## config.mk

```make
export PLATFORM = sky130hd
export DESIGN_NAME = eth_tx_top
export DESIGN_NICKNAME = d
export VERILOG_FILES = /design/src/source/eth_tx_pkg.sv /design/src/source/frame_pad.sv /design/src/source/fcs_append.sv /design/src/source/rgmii_send.sv /design/src/source/eth_tx_top.sv
export VERILOG_INCLUDE_DIRS = /design/src /design/src/source
export SDC_FILE = /design/constraint.sdc
export NUM_CORES = 1
export LEC_CHECK = 0
export ABC_AREA = 1
export BUFFER_PORTS_ARGS = -buffer_cell sky130_fd_sc_hd__buf_2
export CAP_MARGIN = 10
export CORE_ASPECT_RATIO = 0.75
export CORE_UTILIZATION = 56
export DETAILED_ROUTE_END_ITERATION = 16
export MAX_ROUTING_LAYER = met4
export PLACE_DENSITY = 0.76
export SKIP_CTS_REPAIR_TIMING = 1
export SLEW_MARGIN = 0
export SYNTH_ARGS = -nofsm -noshare
export SYNTH_HDL_FRONTEND = slang
export SYNTH_SLANG_ARGS = --single-unit
```

## constraint.sdc

```tcl
create_clock -name clock -period 1.6 [get_ports clock]
set_clock_uncertainty 0.1 [all_clocks]
set_input_delay 0.16 -clock clock [delete_from_list [all_inputs] [get_ports clock]]
set_output_delay 0.16 -clock clock [all_outputs]
set_load 0.02 [all_outputs]
```

## src/source/eth_tx_defs.svh

```systemverilog
/*
  ethernet transmit constants
  preamble, start delimiter, inter-frame gap and minimum frame length
  shared by the transmit stages and the frame model
*/

`ifndef ETH_TX_DEFS_SVH
`define ETH_TX_DEFS_SVH

// ----------------------------------------------------------
// line framing
// ----------------------------------------------------------

// seven preamble bytes plus the start delimiter
`define ETH_PREAMBLE_LEN 8

// preamble bytes 55 followed by delimiter d5, first byte in the top octet
`define ETH_PREAMBLE_WORD 64'h55555555555555D5

// idle byte times between frames
`define ETH_IFG_LEN 12

// shortest frame before the fcs is added
`define ETH_MIN_PAYLOAD 60

`endif

```

## src/source/eth_tx_pkg.sv

```systemverilog
/*
  ethernet transmit types
  octet and rgmii nibble words, plus the state encodings
  of the padding stage and the line output stage
*/

`default_nettype none

package eth_tx_pkg;

  // one octet on the byte stream
  typedef logic [7:0] byte_t;

  // half an octet on the rgmii data pins
  typedef logic [3:0] nibble_t;

  // padding stage
  typedef enum logic [1:0] {
    PAD_IDLE = 2'd0,
    PAD_PASS = 2'd1,
    PAD_FILL = 2'd2
  } pad_state_t;

  // line output stage
  typedef enum logic [1:0] {
    TX_IDLE = 2'd0,
    TX_SEND = 2'd1,
    TX_GAP  = 2'd2
  } send_state_t;

endpackage

`default_nettype wire

```

## src/source/frame_pad.sv

```systemverilog
/*
  frame padding stage
  forwards each frame byte one cycle later and, for frames shorter
  than the ethernet minimum, appends zero bytes up to that length
*/

`timescale 1ns/1ns
`include "eth_tx_defs.svh"
`default_nettype none

module frame_pad (
  input  wire logic             clock,
  input  wire logic             rst_n,
  input  wire logic             in_valid,
  input  wire eth_tx_pkg::byte_t in_data,
  input  wire logic             in_last,
  output logic                  pad_valid,
  output eth_tx_pkg::byte_t     pad_data,
  output logic                  pad_last,
  output logic                  in_frame
);

  import eth_tx_pkg::*;

  localparam logic [6:0] MIN_LEN = 7'(`ETH_MIN_PAYLOAD);

  pad_state_t state;
  // bytes emitted so far, held at MIN_LEN once reached
  logic [6:0] count;
  logic [6:0] count_inc;
  // frame would still be short after the current byte
  logic       short_frame;

  assign count_inc   = count + 7'd1;
  assign short_frame = (count_inc < MIN_LEN);

  // high from the first emitted byte through the last one
  assign in_frame = pad_valid | (state != PAD_IDLE);

  // ----------------------------------------------------------
  // control
  // ----------------------------------------------------------

  always_ff @(posedge clock) begin
    if (!rst_n) begin
      state     <= PAD_IDLE;
      count     <= '0;
      pad_valid <= 1'b0;
      pad_last  <= 1'b0;
    end else begin
      case (state)
        PAD_IDLE, PAD_PASS: begin
          pad_valid <= in_valid;
          // a real last byte only ends the frame once it is long enough
          pad_last  <= in_valid & in_last & ~short_frame;
          if (in_valid) begin
            count <= short_frame ? count_inc : MIN_LEN;
            if (!in_last) begin
              state <= PAD_PASS;
            end else if (short_frame) begin
              // source is done early, continue with zero bytes
              state <= PAD_FILL;
            end else begin
              state <= PAD_IDLE;
              count <= '0;
            end
          end
        end
        PAD_FILL: begin
          pad_valid <= 1'b1;
          pad_last  <= ~short_frame;
          if (short_frame) begin
            count <= count_inc;
          end else begin
            // this zero byte brings the frame to minimum size
            state <= PAD_IDLE;
            count <= '0;
          end
        end
        default: begin
          state     <= PAD_IDLE;
          count     <= '0;
          pad_valid <= 1'b0;
          pad_last  <= 1'b0;
        end
      endcase
    end
  end

  // ----------------------------------------------------------
  // data
  // ----------------------------------------------------------

  // fill bytes are zero, otherwise the source byte
  always_ff @(posedge clock) begin
    pad_data <= (state == PAD_FILL) ? byte_t'(0) : in_data;
  end

endmodule

`default_nettype wire

```

## src/source/fcs_append.sv

```systemverilog
/*
  fcs stage
  forwards the padded frame with one cycle latency, runs the
  ethernet crc-32 over it and appends the four fcs bytes
*/

`timescale 1ns/1ns
`default_nettype none

module fcs_append (
  input  wire logic              clock,
  input  wire logic              rst_n,
  input  wire logic              pad_valid,
  input  wire eth_tx_pkg::byte_t pad_data,
  input  wire logic              pad_last,
  output logic                   fcs_valid,
  output eth_tx_pkg::byte_t      fcs_data,
  output logic                   in_frame
);

  import eth_tx_pkg::*;

  // polynomial 04c11db7 in bit-reversed form, lsb first
  localparam logic [31:0] CRC_POLY = 32'hEDB88320;
  localparam logic [31:0] CRC_INIT = 32'hFFFFFFFF;

  logic [31:0] crc;
  // fcs bytes are being emitted
  logic        fcs_active;
  // which fcs byte goes out next, 0 is the least significant
  logic [1:0]  fcs_idx;
  byte_t       fcs_byte;

  // ----------------------------------------------------------
  // crc
  // ----------------------------------------------------------

  // one byte of the reflected crc, bit 0 of the byte first
  function automatic logic [31:0] crc_update(input logic [31:0] crc_in, input byte_t data);
    logic [31:0] c;
    c = crc_in ^ {24'd0, data};
    for (int i = 0; i < 8; i++) begin
      c = c[0] ? ((c >> 1) ^ CRC_POLY) : (c >> 1);
    end
    return c;
  endfunction

  // fcs is the complemented remainder
  assign fcs_byte = ~crc[{fcs_idx, 3'b000} +: 8];

  // stays high while data or fcs bytes are still leaving
  assign in_frame = fcs_valid | fcs_active;

  // ----------------------------------------------------------
  // control
  // ----------------------------------------------------------

  always_ff @(posedge clock) begin
    if (!rst_n) begin
      crc        <= CRC_INIT;
      fcs_valid  <= 1'b0;
      fcs_active <= 1'b0;
      fcs_idx    <= '0;
    end else begin
      // payload and fcs bytes form one unbroken run
      fcs_valid <= pad_valid | fcs_active;
      if (fcs_active) begin
        fcs_idx <= fcs_idx + 2'd1;
        if (fcs_idx == 2'd3) begin
          // last fcs byte, ready for the next frame
          fcs_active <= 1'b0;
          crc        <= CRC_INIT;
        end
      end else if (pad_valid) begin
        crc <= crc_update(crc, pad_data);
        if (pad_last) begin
          fcs_active <= 1'b1;
          fcs_idx    <= '0;
        end
      end
    end
  end

  // ----------------------------------------------------------
  // data
  // ----------------------------------------------------------

  // fcs bytes follow the last payload byte directly
  always_ff @(posedge clock) begin
    if (fcs_active) begin
      fcs_data <= fcs_byte;
    end else begin
      fcs_data <= pad_data;
    end
  end

endmodule

`default_nettype wire

```

## src/source/rgmii_send.sv

```systemverilog
/*
  rgmii line output
  prefixes preamble and start delimiter through a byte shift register,
  keeps the inter-frame gap and drives nibbles on both clock edges
*/

`timescale 1ns/1ns
`include "eth_tx_defs.svh"
`default_nettype none

module rgmii_send (
  input  wire logic              clock,
  input  wire logic              rst_n,
  input  wire logic              fcs_valid,
  input  wire eth_tx_pkg::byte_t fcs_data,
  output logic                   active,
  output eth_tx_pkg::nibble_t    phy_tx,
  output logic                   phy_tx_en
);

  import eth_tx_pkg::*;

  localparam int SHIFT_W = 8 * `ETH_PREAMBLE_LEN;
  localparam int HI_BIT  = SHIFT_W - 1;

  localparam logic [HI_BIT:0] PREAMBLE  = SHIFT_W'(`ETH_PREAMBLE_WORD);
  // bytes still inside the shift register once the input stops
  localparam logic [3:0]      PURGE_LEN = 4'(`ETH_PREAMBLE_LEN - 1);
  localparam logic [3:0]      GAP_LEN   = 4'(`ETH_IFG_LEN);

  send_state_t     state;
  logic [HI_BIT:0] shift_reg;
  logic [3:0]      bytes_left;
  // a byte leaves the shift register this cycle
  logic            sending;
  byte_t           head_byte;

  // ddr output registers
  nibble_t         nib_lo;
  nibble_t         nib_hi;
  logic            tx_en_q;

  assign sending   = fcs_valid | (state == TX_SEND);
  assign active    = sending | (state == TX_GAP);
  // oldest byte, next to go on the line
  assign head_byte = shift_reg[HI_BIT -: 8];

  // ----------------------------------------------------------
  // shift register
  // ----------------------------------------------------------

  // preamble leads, each frame byte comes out 8 byte times later
  always_ff @(posedge clock) begin
    if (sending) begin
      shift_reg <= {shift_reg[HI_BIT-8:0], fcs_data};
    end else begin
      shift_reg <= PREAMBLE;
    end
  end

  // ----------------------------------------------------------
  // send and gap fsm
  // ----------------------------------------------------------

  always_ff @(posedge clock) begin
    if (!rst_n) begin
      state      <= TX_IDLE;
      bytes_left <= '0;
    end else begin
      case (state)
        TX_IDLE: begin
          // first byte of a frame
          if (fcs_valid) begin
            state      <= TX_SEND;
            bytes_left <= PURGE_LEN;
          end
        end
        TX_SEND: begin
          if (fcs_valid) begin
            bytes_left <= PURGE_LEN;
          end else if (bytes_left != 4'd0) begin
            // input over, flush the tail of the shift register
            bytes_left <= bytes_left - 4'd1;
          end else begin
            state      <= TX_GAP;
            bytes_left <= GAP_LEN;
          end
        end
        TX_GAP: begin
          // line stays quiet, active still high
          if (bytes_left != 4'd0) begin
            bytes_left <= bytes_left - 4'd1;
          end else begin
            state <= TX_IDLE;
          end
        end
        default: begin
          state      <= TX_IDLE;
          bytes_left <= '0;
        end
      endcase
    end
  end

  // ----------------------------------------------------------
  // ddr output
  // ----------------------------------------------------------

  always_ff @(posedge clock) begin
    if (!rst_n) begin
      tx_en_q <= 1'b0;
    end else begin
      tx_en_q <= sending;
    end
  end

  always_ff @(posedge clock) begin
    nib_lo <= head_byte[3:0];
    nib_hi <= head_byte[7:4];
  end

  // low nibble while clock is high, high nibble while clock is low
  assign phy_tx    = clock ? nib_lo : nib_hi;
  // same level on both edges
  assign phy_tx_en = tx_en_q;

endmodule

`default_nettype wire

```

## src/source/eth_tx_top.sv

```systemverilog
/*
  ethernet transmit path to an rgmii phy
  padding, fcs and line output in a chain, plus the busy level
  that tells the byte source when a new frame may start
*/

`timescale 1ns/1ns
`default_nettype none

module eth_tx_top (
  input  wire logic              clock,
  input  wire logic              rst_n,
  input  wire logic              in_valid,
  input  wire eth_tx_pkg::byte_t in_data,
  input  wire logic              in_last,
  output logic                   busy,
  output eth_tx_pkg::nibble_t    phy_tx,
  output logic                   phy_tx_en
);

  import eth_tx_pkg::*;

  // ----------------------------------------------------------
  // stage links
  // ----------------------------------------------------------

  // padded frame
  logic  pad_valid;
  byte_t pad_data;
  logic  pad_last;
  logic  pad_in_frame;

  // frame with fcs
  logic  fcs_valid;
  byte_t fcs_data;
  logic  fcs_in_frame;

  // line output incl. gap
  logic  line_active;

  // ----------------------------------------------------------
  // stages
  // ----------------------------------------------------------

  frame_pad frame_pad_i (
    .clock     (clock),
    .rst_n     (rst_n),
    .in_valid  (in_valid),
    .in_data   (in_data),
    .in_last   (in_last),
    .pad_valid (pad_valid),
    .pad_data  (pad_data),
    .pad_last  (pad_last),
    .in_frame  (pad_in_frame)
  );

  fcs_append fcs_append_i (
    .clock     (clock),
    .rst_n     (rst_n),
    .pad_valid (pad_valid),
    .pad_data  (pad_data),
    .pad_last  (pad_last),
    .fcs_valid (fcs_valid),
    .fcs_data  (fcs_data),
    .in_frame  (fcs_in_frame)
  );

  rgmii_send rgmii_send_i (
    .clock     (clock),
    .rst_n     (rst_n),
    .fcs_valid (fcs_valid),
    .fcs_data  (fcs_data),
    .active    (line_active),
    .phy_tx    (phy_tx),
    .phy_tx_en (phy_tx_en)
  );

  // any stage still holding part of a frame, or the gap running
  assign busy = pad_in_frame | fcs_in_frame | line_active;

endmodule

`default_nettype wire

```

==> metrics <==
most used flip-flop cell after synthesis dfxtp_1; Max Slew Vio Count 0; most frequent cells in the layout 149 x nand2_1, 118 x dfxtp_1, 90 x inv_1; Hold/Removal Path Class flop to flop; drt total wl 17,200 um; GRT Overall Usage 30.0%; Clk Latency, worst-skew pair 0.53 ns; Syn Nets 845; vias in the first global route 5,303; ant diodes 0; Post-Syn Instances 830; Vias 5,751; final std cells w/o fill 1,068; largest net degree at the start of global routing 66; unrepaired setup endpoints after global routing true; critical path buffer and inverter count 2; failing checks negative setup slack; setup tns final -0.908 ns; Port Buf Inserts 17; CP max stage delay 0.37 ns; DPL Wire Length 10,000 um; gpl congestion 1.00; Die H 92.8 um; post-synthesis instance area 0.00615 mm^2; Final period util 108%; P per Cell Area 1300 mW/mm^2; top-level I/O count 18; synth unique cells 36; dpl cells 1,005; Util after Layout 79.9%; Slew headroom 71.7%; Syn. warnings 0; slowest CP cell dfxtp_4; worst-margin pin slew 0.424 ns; CP cell instances inv_4 > nor2_4 > nor2_4 > o2111ai_4 > buf_6; CTS clk-pin slew, worst paths 0.07 ns; share of layout cells above drive strength 1 35.2%; Die W 123 um; final worst slack -0.136 ns; first-pass GRT wire length 24,800 um; CTS tree built; syn avg cell area 7.41 um^2; CP Capture Type output port; Routed Antenna Nets 0; Peak Freq 576 MHz; CP max FO 5; final net count 934; Peak VDD IR 0.000847 V; async set-reset flop share out of synthesis 0%; initial core utilization 58.7%; Die Area 0.0114 mm^2; Residual DRC 0; Leak 0.00387 uW; nature of the critical path startpoint flop; number of synthesized flops with an enable pin 0; CP arrival 1.48 ns; most common cell after layout, fill and taps aside nand2_1; sequential area share after synthesis 46.2%; final hold violation count 0; P&R area growth vs syn 36.1%; CORE AREA 0.0105 mm^2; crit path time final 1.74 ns; Setup-failing EPs final 13; Vias per Instance 5.38; CP Data Required Time 1.34 ns; Max Cap Viol 0; DRT iter0 DRCs 594; initial antenna violation count 0; # rows 32; Routed WL per cell 16.1 um; Worst Setup Path Type flop to output port; Top delay family on crit path flip-flops; max FFs per register 64; drt first pass iters 7; Synth Register Bits 142; CP most frequent cell nor2_4; Hold Slack 0.230 ns; run status finished, violations left; pre-CTS WS -0.0933 ns; Congestion Overflow GR 0
[synthesized netlist by cell type, drive strengths merged, types with 2 or more instances]
library cell | count | area [um^2]
inv | 113 | 432
dfxtp | 142 | 2840
a31oi | 8 | 50.1
nor2 | 75 | 303
a21oi | 35 | 175
o22ai | 2 | 12.5
nand4 | 2 | 18.8
o21bai | 2 | 15.0
o21ai | 60 | 300
a22oi | 2 | 15.0
xor2 | 18 | 165
xnor2 | 7 | 76.3
ha | 3 | 37.5
o211ai | 8 | 60.1
nand3 | 52 | 270
mux2 | 4 | 45.0
buf | 7 | 35.0
clkbuf | 21 | 78.8
nand2 | 229 | 965
or2 | 36 | 225
[power breakdown]
part,internal [uW],switching (uW)
logic,978,1410
clock network,2840,1820
registers,3710,151
total,7530,3380
[stage by stage]
step / instance area (um^2) / power, uW
after floorplan: 6150 / 5110
after global placement: 6730 / 5630
after detailed placement: 6730 / 5680
after CTS: 7440 / 10300
after global routing: 8380 / 11300
final: 8380 / 10900
[routing by layer]
layer	share of wire [%]	global-route usage, %
met5	0	-
met4	3.1	15.2
met3	8.7	8.31
met2	48	45.4
met1	40	36.5
[final timing paths]
path                            cells after the start                        from  slack [ns]                      to
worst min register to register                      0  rgmii_send_i.shift_reg[63]        0.23  rgmii_send_i.nib_hi[3]
worst max-delay path                                5       rgmii_send_i.state[0]       -0.14                    busy
worst max register to register                     12        frame_pad_i.count[1]       -0.06    frame_pad_i.count[3]
worst min-delay path                                0  rgmii_send_i.shift_reg[63]        0.23  rgmii_send_i.nib_hi[3]
[area by class of cell]
| type | count | area (um^2) |
|---|---|---|
| fillers | 671 | 2110 |
| repair buffers | 90 | 757 |
| multi-input cells | 546 | 3340 |
| flip-flops and latches | 142 | 2890 |
| clock buffers | 25 | 571 |
| well taps | 136 | 170 |
| clock inverters | 15 | 190 |
| inverters | 114 | 458 |
[logic make-up after synthesis]
kind of cell | count (synthesis) | synth area share [%]
AOI/OAI and AO/OA | 120 | 10.7
xor gates and xnor gates | 25 | 3.92
adders and majority gates | 3 | 0.610
buffers and inverters | 142 | 8.93
DFF | 142 | 46.2
muxes | 4 | 0.732
and+or+nand+nor | 394 | 29.0
No activity file was read; power rests on OpenSTA's default activity.
